[src/logic/armCtrl_cfg.svh]
`ifndef ARMCTRL_CFG_SVH
`define ARMCTRL_CFG_SVH

// ======================================
// Data-processing opcodes
// ======================================
`define OP_AND     4'b0000
`define OP_EOR     4'b0001
`define OP_SUB     4'b0010
`define OP_RSB     4'b0011
`define OP_ADD     4'b0100
`define OP_ADC     4'b0101
`define OP_SBC     4'b0110
`define OP_RSC     4'b0111
`define OP_TST     4'b1000
`define OP_TEQ     4'b1001
`define OP_CMP     4'b1010
`define OP_CMN     4'b1011
`define OP_ORR     4'b1100
`define OP_MOV     4'b1101
`define OP_BIC     4'b1110
`define OP_MVN     4'b1111
`define OP_ADD_MEM 4'b0100  // Address = base + offset
`define OP_SUB_MEM 4'b0010  // Address = base - offset

// ======================================
// Condition codes
// ======================================
`define COND_EQ 4'b0000
`define COND_NE 4'b0001
`define COND_CS 4'b0010
`define COND_CC 4'b0011
`define COND_MI 4'b0100
`define COND_PL 4'b0101
`define COND_VS 4'b0110
`define COND_VC 4'b0111
`define COND_HI 4'b1000
`define COND_LS 4'b1001
`define COND_GE 4'b1010
`define COND_LT 4'b1011
`define COND_GT 4'b1100
`define COND_LE 4'b1101
`define COND_AL 4'b1110

// Instruction classes, bits 27:26
`define CLASS_DP  2'b00
`define CLASS_MEM 2'b01
`define CLASS_BR  2'b10

// Main decoder control word bit positions
`define CW_WIDTH    8
`define CW_ALUSRC   7
`define CW_MEMTOREG 6
`define CW_REGWRITE 5
`define CW_MEMWRITE 4
`define CW_BRANCH   3
`define CW_ALUOP    2
`define CW_MULTSEL  1
`define CW_MEMALUOP 0

// ALU steering encodings
`define ALU_ADD  3'b000
`define ALU_AND  3'b001
`define ALU_OR   3'b010
`define ALU_XOR  3'b011
`define ALU_PASS 3'b100
`define CV_NONE  3'b000
`define CV_ARITH 3'b110   // C and V from adder
`define CV_LOGIC 3'b001   // C from shifter, V kept

`endif
[src/logic/armCtrlPkg.sv]
`default_nettype none

package armCtrlPkg;

  // Data-processing view of one instruction word
  typedef struct packed {
    logic [3:0]  cond;
    logic [1:0]  instrClass;    // Bits 27:26
    logic        immFlag;       // I bit, operand 2 is immediate
    logic [3:0]  opcode;        // Bits 24:21
    logic        setFlags;      // S bit
    logic [3:0]  rn;
    logic [3:0]  rd;
    logic [11:0] rest;          // Operand 2, multiply pattern in 7:4
  } dpFieldsT;

  // Single data transfer view of the same word
  typedef struct packed {
    logic [3:0]  cond;
    logic [1:0]  instrClass;
    logic        regOffset;     // Register offset when set
    logic        pre;           // Pre-index
    logic        up;            // Add offset when set
    logic        byteAccess;    // B bit
    logic        writeBack;
    logic        load;          // L bit
    logic [3:0]  rn;            // Base
    logic [3:0]  rd;            // Data register
    logic [11:0] offset;
  } memFieldsT;

  // Decoder picks the view from the class bits
  typedef union packed {
    dpFieldsT  dpView;
    memFieldsT memView;
  } instrWordT;

  typedef struct packed {
    logic n;
    logic z;
    logic c;
    logic v;
  } flagsT;

  // Decode to Execute
  typedef struct packed {
    logic       aluSrc;
    logic       memToReg;
    logic       regWrite;
    logic       memWrite;
    logic       branch;
    logic       aluOp;          // Data processing, opcode drives ALU
    logic       multSelect;
    logic       pcSrc;
    logic       memAluOp;       // Load/store address add or subtract
    logic [1:0] flagWrite;      // {NZ, CV}
    logic [3:0] aluControl;
    logic [2:0] multControl;
    logic [3:0] cond;
  } decodeCtrlT;

  // Execute to Memory, write controls already gated
  typedef struct packed {
    logic       memWrite;
    logic       memToReg;
    logic       regWrite;
    logic       pcSrc;
    logic [3:0] byteMask;
    logic       loadByte;
    logic [1:0] byteOffset;
  } memCtrlT;

  // Memory to Writeback
  typedef struct packed {
    logic       memToReg;
    logic       regWrite;
    logic       pcSrc;
    logic       loadByte;
    logic [1:0] byteOffset;
  } wbCtrlT;

  typedef struct packed {
    logic [2:0] operation;      // Add, and, or, xor, pass
    logic [2:0] cvUpdate;       // {update C, update V, C from shifter}
    logic       invertB;
    logic       reverseInputs;
    logic       carryIn;
    logic       noRegWrite;     // Compare and test forms
  } aluSteerT;

endpackage

`default_nettype wire

[src/logic/controller.sv]
`timescale 1ns/1ps
`default_nettype none

`include "armCtrl_cfg.svh"

module controller import armCtrlPkg::*; (
  input  logic        clk,
  input  logic        reset,
  input  instrWordT   instrD,
  input  flagsT       flagsE,        // ALU flags of Execute instruction
  input  logic [31:0] aluResultE,
  input  logic        stallE,
  input  logic        flushE,
  input  logic        stallM,
  input  logic        stallW,
  input  logic        flushW,
  // Decode
  output logic [1:0]  regSrcD,
  output logic [1:0]  immSrcD,
  // Execute
  output logic        aluSrcE,
  output logic [3:0]  aluControlE,
  output logic [2:0]  multControlE,
  output logic        memToRegE,
  output logic        branchTakenE,
  output aluSteerT    aluSteerE,
  output flagsT       previousFlagsE,
  output logic        multEnable,
  output logic        writeByteE,
  // Memory, Writeback, Fetch
  output memCtrlT     memCtrlM,
  output wbCtrlT      wbCtrlW,
  output logic        pcWrPendingF
);

  decodeCtrlT ctrlD;
  decodeCtrlT ctrlE;
  instrWordT  instrE;      // Instruction follows its controls into Execute
  logic       condExE;
  logic       isMemE;
  logic       byteAccessE;
  memCtrlT    memCtrlE;
  wbCtrlT     wbCtrlM;

  // ======================================
  // Decode
  // ======================================
  mainDecoder u_mainDecoder (
    .instr (instrD),
    .ctrl  (ctrlD)
  );

  // Register-file read port and immediate extension select
  always_comb begin
    regSrcD = 2'b00;
    immSrcD = 2'b00;       // DP rotated immediate
    case (instrD.dpView.instrClass)
      `CLASS_MEM: begin
        if (!instrD.memView.load)
          regSrcD = 2'b10;   // Store reads Rd as data
        if (!instrD.memView.regOffset)
          immSrcD = 2'b01;   // 12-bit offset
      end
      `CLASS_BR: begin
        regSrcD = 2'b01;     // PC as base
        immSrcD = 2'b10;     // 24-bit branch offset
      end
      default: begin
        regSrcD = 2'b00;
        immSrcD = 2'b00;
      end
    endcase
  end

  // ======================================
  // Execute
  // ======================================
  // Flush wins over stall
  always_ff @(posedge clk) begin
    if (reset || flushE) begin
      ctrlE  <= '0;
      instrE <= '0;
    end else if (!stallE) begin
      ctrlE  <= ctrlD;
      instrE <= instrD;
    end
  end

  // Memory ops steer the ALU too, for address add/subtract
  aluDecoder u_aluDecoder (
    .aluOp      (ctrlE.aluOp | ctrlE.memAluOp),
    .aluControl (ctrlE.aluControl),
    .carry      (previousFlagsE.c),
    .steer      (aluSteerE)
  );

  condUnit u_condUnit (
    .clk       (clk),
    .reset     (reset),
    .stallE    (stallE),
    .cond      (ctrlE.cond),
    .flagWrite (ctrlE.flagWrite),
    .aluFlags  (flagsE),
    .condEx    (condExE),
    .flags     (previousFlagsE)
  );

  assign aluSrcE      = ctrlE.aluSrc;
  assign aluControlE  = ctrlE.aluControl;
  assign multControlE = ctrlE.multControl;
  assign memToRegE    = ctrlE.memToReg;
  assign branchTakenE = ctrlE.branch & condExE;

  assign isMemE      = (instrE.memView.instrClass == `CLASS_MEM);
  assign byteAccessE = isMemE & instrE.memView.byteAccess;    // LDRB/STRB
  assign writeByteE  = byteAccessE & ~instrE.memView.load;
  assign multEnable  = ctrlE.multSelect;                      // MUL/MLA in Execute

  // Write controls only survive a passing condition
  always_comb begin
    memCtrlE.memWrite   = ctrlE.memWrite & condExE;
    memCtrlE.memToReg   = ctrlE.memToReg;
    memCtrlE.regWrite   = ctrlE.regWrite & condExE & ~aluSteerE.noRegWrite;
    memCtrlE.pcSrc      = ctrlE.pcSrc & condExE;
    memCtrlE.byteMask   = byteAccessE ? (4'b0001 << aluResultE[1:0]) : 4'b1111;
    memCtrlE.loadByte   = byteAccessE;
    memCtrlE.byteOffset = aluResultE[1:0];  // Lane for byte extraction
  end

  // ======================================
  // Memory
  // ======================================
  always_ff @(posedge clk) begin
    if (reset)
      memCtrlM <= '0;
    else if (!stallM)
      memCtrlM <= memCtrlE;   // No flush on this stage
  end

  always_comb begin
    wbCtrlM.memToReg   = memCtrlM.memToReg;
    wbCtrlM.regWrite   = memCtrlM.regWrite;
    wbCtrlM.pcSrc      = memCtrlM.pcSrc;
    wbCtrlM.loadByte   = memCtrlM.loadByte;
    wbCtrlM.byteOffset = memCtrlM.byteOffset;
  end

  // ======================================
  // Writeback
  // ======================================
  always_ff @(posedge clk) begin
    if (reset || flushW)
      wbCtrlW <= '0;
    else if (!stallW)
      wbCtrlW <= wbCtrlM;
  end

  // Any PC write in flight holds off fetch
  assign pcWrPendingF = ctrlD.pcSrc | ctrlE.pcSrc | memCtrlM.pcSrc;

endmodule

`default_nettype wire

[src/logic/mainDecoder.sv]
`timescale 1ns/1ps
`default_nettype none

`include "armCtrl_cfg.svh"

module mainDecoder import armCtrlPkg::*; (
  input  instrWordT  instr,
  output decodeCtrlT ctrl
);

  logic [`CW_WIDTH-1:0] cw;   // Per-class control word
  logic [1:0]           instrClass;
  logic                 isMult;

  assign instrClass = instr.dpView.instrClass;
  assign isMult     = (instr.dpView.rest[7:4] == 4'b1001);  // MUL/MLA signature

  // ======================================
  // Class table
  // ======================================
  // Bit order: aluSrc memToReg regWrite memWrite branch aluOp multSel memAluOp
  always_comb begin
    case (instrClass)
      `CLASS_DP: begin
        if (instr.dpView.immFlag)
          cw = 8'b1010_0100;         // DP immediate
        else if (isMult)
          cw = 8'b0010_0110;         // Multiply
        else
          cw = 8'b0010_0100;         // DP register
      end
      `CLASS_MEM: begin
        case ({instr.memView.load, instr.memView.regOffset})
          2'b10:   cw = 8'b1110_0001;  // LDR I-type
          2'b11:   cw = 8'b0110_0001;  // LDR R-type
          2'b00:   cw = 8'b1001_0001;  // STR I-type
          default: cw = 8'b0001_0001;  // STR R-type
        endcase
      end
      `CLASS_BR: cw = 8'b1000_1000;    // B, immediate target
      default:   cw = '0;              // Unimplemented, no side effects
    endcase
  end

  // ======================================
  // Bundle assembly
  // ======================================
  always_comb begin
    ctrl             = '0;
    ctrl.aluSrc      = cw[`CW_ALUSRC];
    ctrl.memToReg    = cw[`CW_MEMTOREG];
    ctrl.regWrite    = cw[`CW_REGWRITE];
    ctrl.memWrite    = cw[`CW_MEMWRITE];
    ctrl.branch      = cw[`CW_BRANCH];
    ctrl.aluOp       = cw[`CW_ALUOP];
    ctrl.multSelect  = cw[`CW_MULTSEL];
    ctrl.memAluOp    = cw[`CW_MEMALUOP];
    ctrl.multControl = instr.dpView.opcode[2:0];  // Bits 23:21
    ctrl.cond        = instr.dpView.cond;

    if (cw[`CW_ALUOP]) begin
      ctrl.aluControl = instr.dpView.opcode;
      ctrl.flagWrite  = {2{instr.dpView.setFlags}};  // S bit sets both pairs
    end else if (instrClass == `CLASS_MEM) begin
      // U bit picks offset direction
      ctrl.aluControl = instr.memView.up ? `OP_ADD_MEM : `OP_SUB_MEM;
    end else begin
      ctrl.aluControl = `OP_ADD;  // Branch target add
    end

    // Writes to R15 redirect fetch like a branch
    ctrl.pcSrc = cw[`CW_BRANCH] |
                 (cw[`CW_REGWRITE] & (instr.dpView.rd == 4'd15));
  end

endmodule

`default_nettype wire

[src/logic/condUnit.sv]
`timescale 1ns/1ps
`default_nettype none

`include "armCtrl_cfg.svh"

module condUnit import armCtrlPkg::*; (
  input  logic       clk,
  input  logic       reset,
  input  logic       stallE,
  input  logic [3:0] cond,
  input  logic [1:0] flagWrite,   // {NZ, CV}
  input  flagsT      aluFlags,
  output logic       condEx,
  output flagsT      flags        // Stored flag register
);

  flagsT flagsNext;
  logic  nEqV;                    // Signed greater-or-equal

  assign nEqV = ~(flags.n ^ flags.v);

  // ======================================
  // Condition check
  // ======================================
  always_comb begin
    case (cond)
      `COND_EQ: condEx = flags.z;
      `COND_NE: condEx = ~flags.z;
      `COND_CS: condEx = flags.c;
      `COND_CC: condEx = ~flags.c;
      `COND_MI: condEx = flags.n;
      `COND_PL: condEx = ~flags.n;
      `COND_VS: condEx = flags.v;
      `COND_VC: condEx = ~flags.v;
      `COND_HI: condEx = flags.c & ~flags.z;     // Unsigned higher
      `COND_LS: condEx = ~flags.c | flags.z;
      `COND_GE: condEx = nEqV;
      `COND_LT: condEx = ~nEqV;
      `COND_GT: condEx = ~flags.z & nEqV;
      `COND_LE: condEx = flags.z | ~nEqV;
      `COND_AL: condEx = 1'b1;
      default:  condEx = 1'b0;                   // NV space never executes
    endcase
  end

  // ======================================
  // Flag register
  // ======================================
  // Each pair updates only when the instruction itself passes
  always_comb begin
    flagsNext = flags;
    if (flagWrite[1] & condEx) begin
      flagsNext.n = aluFlags.n;
      flagsNext.z = aluFlags.z;
    end
    if (flagWrite[0] & condEx) begin
      flagsNext.c = aluFlags.c;
      flagsNext.v = aluFlags.v;
    end
  end

  always_ff @(posedge clk) begin
    if (reset)
      flags <= '0;
    else if (!stallE)
      flags <= flagsNext;  // Same enable as the Execute register
  end

endmodule

`default_nettype wire

[src/logic/aluDecoder.sv]
`timescale 1ns/1ps
`default_nettype none

`include "armCtrl_cfg.svh"

module aluDecoder import armCtrlPkg::*; (
  input  logic       aluOp,
  input  logic [3:0] aluControl,
  input  logic       carry,       // Stored C flag
  output aluSteerT   steer
);

  always_comb begin
    steer = '0;  // Plain add, carry-in 0, flags untouched
    if (aluOp) begin
      case (aluControl)
        `OP_AND: begin
          steer.operation = `ALU_AND;
          steer.cvUpdate  = `CV_LOGIC;
        end
        `OP_EOR: begin
          steer.operation = `ALU_XOR;
          steer.cvUpdate  = `CV_LOGIC;
        end
        `OP_SUB: begin
          steer.cvUpdate = `CV_ARITH;
          steer.invertB  = 1'b1;
          steer.carryIn  = 1'b1;      // A + ~B + 1
        end
        `OP_RSB: begin
          steer.cvUpdate      = `CV_ARITH;
          steer.reverseInputs = 1'b1;
          steer.carryIn       = 1'b1;
        end
        `OP_ADD: steer.cvUpdate = `CV_ARITH;
        `OP_ADC: begin
          steer.cvUpdate = `CV_ARITH;
          steer.carryIn  = carry;
        end
        `OP_SBC: begin
          steer.cvUpdate = `CV_ARITH;
          steer.invertB  = 1'b1;
          steer.carryIn  = carry;     // Borrow is ~C
        end
        `OP_RSC: begin
          steer.cvUpdate      = `CV_ARITH;
          steer.reverseInputs = 1'b1;
          steer.carryIn       = carry;
        end
        `OP_TST: begin
          steer.operation  = `ALU_AND;
          steer.cvUpdate   = `CV_LOGIC;
          steer.noRegWrite = 1'b1;
        end
        `OP_TEQ: begin
          steer.operation  = `ALU_XOR;
          steer.cvUpdate   = `CV_LOGIC;
          steer.noRegWrite = 1'b1;
        end
        `OP_CMP: begin
          steer.cvUpdate   = `CV_ARITH;
          steer.invertB    = 1'b1;
          steer.carryIn    = 1'b1;
          steer.noRegWrite = 1'b1;
        end
        `OP_CMN: begin
          steer.cvUpdate   = `CV_ARITH;
          steer.noRegWrite = 1'b1;
        end
        `OP_ORR: begin
          steer.operation = `ALU_OR;
          steer.cvUpdate  = `CV_LOGIC;
        end
        `OP_MOV: begin
          steer.operation = `ALU_PASS;
          steer.cvUpdate  = `CV_LOGIC;
        end
        `OP_BIC: begin
          steer.operation = `ALU_AND;   // A & ~B
          steer.cvUpdate  = `CV_LOGIC;
          steer.invertB   = 1'b1;
        end
        `OP_MVN: begin
          steer.operation = `ALU_PASS;  // Passes ~B
          steer.cvUpdate  = `CV_LOGIC;
          steer.invertB   = 1'b1;
        end
      endcase
    end
  end

endmodule

`default_nettype wire

[config.mk]
export PLATFORM = sky130hd
export DESIGN_NAME = controller
export DESIGN_NICKNAME = d
export VERILOG_FILES = /design/src/logic/armCtrlPkg.sv /design/src/logic/controller.sv /design/src/logic/mainDecoder.sv /design/src/logic/condUnit.sv /design/src/logic/aluDecoder.sv
export VERILOG_INCLUDE_DIRS = /design/src /design/src/logic
export SDC_FILE = /design/constraint.sdc
export NUM_CORES = 1
export LEC_CHECK = 0
export BUFFER_PORTS_ARGS = -buffer_cell sky130_fd_sc_hd__buf_2
export CELL_PAD_IN_SITES_DETAIL_PLACEMENT = 1
export CELL_PAD_IN_SITES_GLOBAL_PLACEMENT = 2
export CORE_MARGIN = 2
export CORE_UTILIZATION = 23
export DETAILED_ROUTE_END_ITERATION = 7
export PLACE_DENSITY = 0.82
export REMOVE_ABC_BUFFERS = 1
export SLEW_MARGIN = 20
export SYNTH_ARGS = -nofsm -noshare
export SYNTH_HDL_FRONTEND = slang
export SYNTH_SLANG_ARGS = --single-unit
[constraint.sdc]
create_clock -name clk -period 2.2 [get_ports clk]
set_input_delay 0.44 -clock clk [delete_from_list [all_inputs] [get_ports clk]]
set_output_delay 0.44 -clock clk [all_outputs]
set_load 0.05 [all_outputs]
==> summary.txt <==
Run status
  – Outcome: complete, but fails checks
  – Failing checks: setup timing

Timing
  – Tmin final: 2.33 ns
  – Setup TNS: -0.133 ns
  – Pin slew with the least headroom to its limit: 0.510 ns
  – Peak Freq: ~430 MHz
  – Final setup fails: 1
  – Clock skew: 0.00938 ns
  – Final number of hold-violating endpoints: 0
  – RSZ-0062 raised after global routing: true
  – Period utilisation layout: 106%
  – Final Max Slew Viols: 0
  – Slew headroom: 66.0%
  – Smallest setup slack after layout: -0.133 ns

Power
  – PwrDens: 596 nW/um^2
  – Gate power share: between 10% and 20%
  – Static Leak: roughly 1.2 nW
  – Sw frac: about 29%
  – Net Switching: ~0.00048 W
  – Int Power: roughly 0.0012 W
  – Total Power: around 0.0016 W
  – Clk pwr share: 33.6%
  – Part of the power in registers: 51.6%
  – Max VDD drop: between 200 and 250 uV

Logic synthesis
  – Distinct cell type count after synthesis: 40
  – Flops & latches, synth: 45
  – Async SR Flop Fraction: 0%
  – Syn_area_per_cell: between 8 and 9 sq um
  – Seq/Total Area, Yosys: between 40% and 50%
  – Primary FF master, synth: dfxtp_1
  – Yosys warns: 0
  – Cell Area, Synth: 2180 sq um
  – Cells after Synth: about 260
  – Post-synth EDFFs: 0

Setup path
  – Beginning of the critical path: ctrlE[2]$_SDFFE_PP0N_
  – Worst setup SP type: register
  – Worst Path Required: about 1.8 ns
  – Setup crit end kind: output pin
  – Reg2reg start: ctrlE[2]$_SDFFE_PP0N_
  – Max FO, Critical Path: 4
  – Critical path class: reg2out
  – Arrival time worst endpoint: about 1.9 ns

Cells and area
  – Ant. Diodes: 0
  – Most frequent cells in the layout: buf_2 (79), nor2_1 (53), dfxtp_1 (38)
  – Final #Nets: 397
  – Area delta synth->final: 26.9%
  – Commonest non-fill, non-tap cell in the layout: buf_2
  – Layout cells sized above 1: between 30% and 40%

Drt
  – Initial drt markers: 43
  – DR WL/cell: roughly 13 um
  – Length of routed met2 wiring: between 2000 and 3000 um
  – DR vias: 1,979
  – Routed vias/inst: 4.56
  – DR pass1 iterations: 4
  – ANT nets after route: 0
  – Total Wirelength: 5830 um
  – DRC Markers: 0
  – Met1 wire length: about 2800 um
  – Top sig layer: met4
  – Routed wl met3: 231 um

Floorplan
  – Core Box Area: about 9000 sq um
  – I/O Pins: around 120
  – Horiz. Die Dim: just over 100 um
  – Row Count: 35
  – Die area: around 10,000 sq um
  – Initial Util: between 20% and 30%
  – Die Ht: slightly above 100 um

CTS
  – Num Clock Sinks: 45
  – Deepest clock path buffer count: 2
  – CTS Buf Count: 5
  – Clk slew on worst S/H paths: approximately 0.08 ns
  – Worst-Skew Late Latency: ~0.3 ns
  – H-tree levels: 2
  – Clk root buf: clkbuf_8
  – CTS tree: built

Job
  – Max Cap Violations: 0

Placement
  – Final Wtd Congestion: around 0.73
  – Post-placement setup slack: 0.00963 ns
  – Hpwl dp: between 4000 and 5000 um
  – Number of I/O port buffers: 80

Global routing
  – All-layer global routing usage: about an eighth
  – Pin count of the biggest net entering global routing: 29
  – GRT Residual Overflow: 0
  – First-pass GRT wire length: just under 10,000 um
  – Vias in the first global route: 1,955
  – Antenna violations before repair: 0

Hold path
  – Min-delay src: instrD[28]
  – Hold Path Class: in2reg
[final cells by class]
cell class	instances	area [sq um]
Clock buffer	6	82.6
Tap cell	111	139
Sequential cell	45	915
Clock inverter	2	13.8
Inverter	7	26.3
Fill cell	1104	6440
Multi-Input combinational cell	174	1110
Timing Repair Buffer	89	474
[synthesized netlist by cell type, types with 2 or more instances]
cell type | number | area share (%)
nor2_1 | 53 | 9.1
dfxtp_1 | 45 | 41
mux2i_1 | 26 | 12
a21oi_1 | 18 | 4.1
clkbuf_1 | 14 | 2.4
nand2b_1 | 12 | 3.5
buf_4 | 11 | 3.8
nand2_1 | 11 | 1.9
inv_1 | 7 | 1.2
nor3_1 | 7 | 1.6
nor2b_1 | 6 | 1.7
a221oi_1 | 4 | 1.6
nand3b_1 | 3 | 1.0
nor3b_1 | 3 | 1.0
or2_2 | 3 | 0.86
a211oi_1 | 2 | 0.69
a22oi_1 | 2 | 0.69
and2_1 | 2 | 0.57
and3b_1 | 2 | 0.81
buf_1 | 2 | 0.35
buf_6 | 2 | 1.0
nor4b_1 | 2 | 0.81
o31a_1 | 2 | 0.81
xnor2_1 | 2 | 0.81
[per-stage QoR]
stage / area (sq um) / utilization (%) / hold slack, ns / std cells
finish: 2760 / 30.0 / 0.375 / 434
global route: 2760 / 30.0 / 0.370 / 434
CTS: 2750 / 29.9 / 0.370 / 434
detailed placement: 2580 / 28.1 / 0.465 / 423
global placement: 2580 / 28.1 / 0.452 / 423
floorplan: 2000 / - / 0.454 / 226
[critical path, cell delays in order, from the launching register on]
cell and delay (ns):
dfxtp_4 0.37, mux2_4 0.29, a32oi_1 0.19, o41ai_2 0.11
a311o_1 0.31, and2_1 0.16, buf_6 0.15
[routing by layer]
metal / global-route usage, % / vias up
li1: - / 982
met1: 15.3 / 951
met2: 20.0 / 42
met3: 2.69 / 4
met4: 3.43 / 0
met5: 0 / -
[final timing paths]
check	slack [ns]	to	cells past startpoint
hold reg to reg	0.47	memCtrlM[6]$_SDFFE_PP0N_	2
setup reg to reg	0.23	u_condUnit.flags[2]$_SDFFE_PP0P_	7
hold / removal	0.38	ctrlE[0]$_SDFFE_PP0N_	3
setup / recovery	-0.13	branchTakenE	6
[what timing repair did]
action / 4_1_cts / 5_1_grt
resized for setup: 13 / 3
hold buffers: 0 / 0
pin swaps: 7 / 0
endpoints found under the setup margin: 1 / 3
buffers inserted: 3 / 0
[kinds of logic (layout without fill, tap and decap cells)]
logic type,Yosys count,count (layout),synth area share (%)
xor gates and xnor gates,2,2,0.805
muxes,28,28,13.2
buffers and inverters,38,104,9.26
and+or+nand+nor,108,108,24.3
DFF,45,45,41.4
AOI/OAI and AO/OA,36,36,11.1
[power by group through the flow]
stage / sequential, W / clock, W / combinational (W)
CTS: 0.000849 / 0.000579 / 0.000247
detailed placement: 0.000870 / 0 / 0.000244
global route: 0.000853 / 0.000617 / 0.000267
finish: 0.000849 / 0.000553 / 0.000244
global placement: 0.000869 / 0 / 0.000240
floorplan: 0.000910 / 0 / 0.000100
[state kept, by name (all words and copies together) (netlist names), 2 cells and up]
name and cells:
multControlE 2, u_condUnit.flags 4, wbCtrlW 6, memCtrlM 11, aluControlE 4, instrE 4, ctrlE 11
Note: power is estimated with default switching activity, not from simulation.
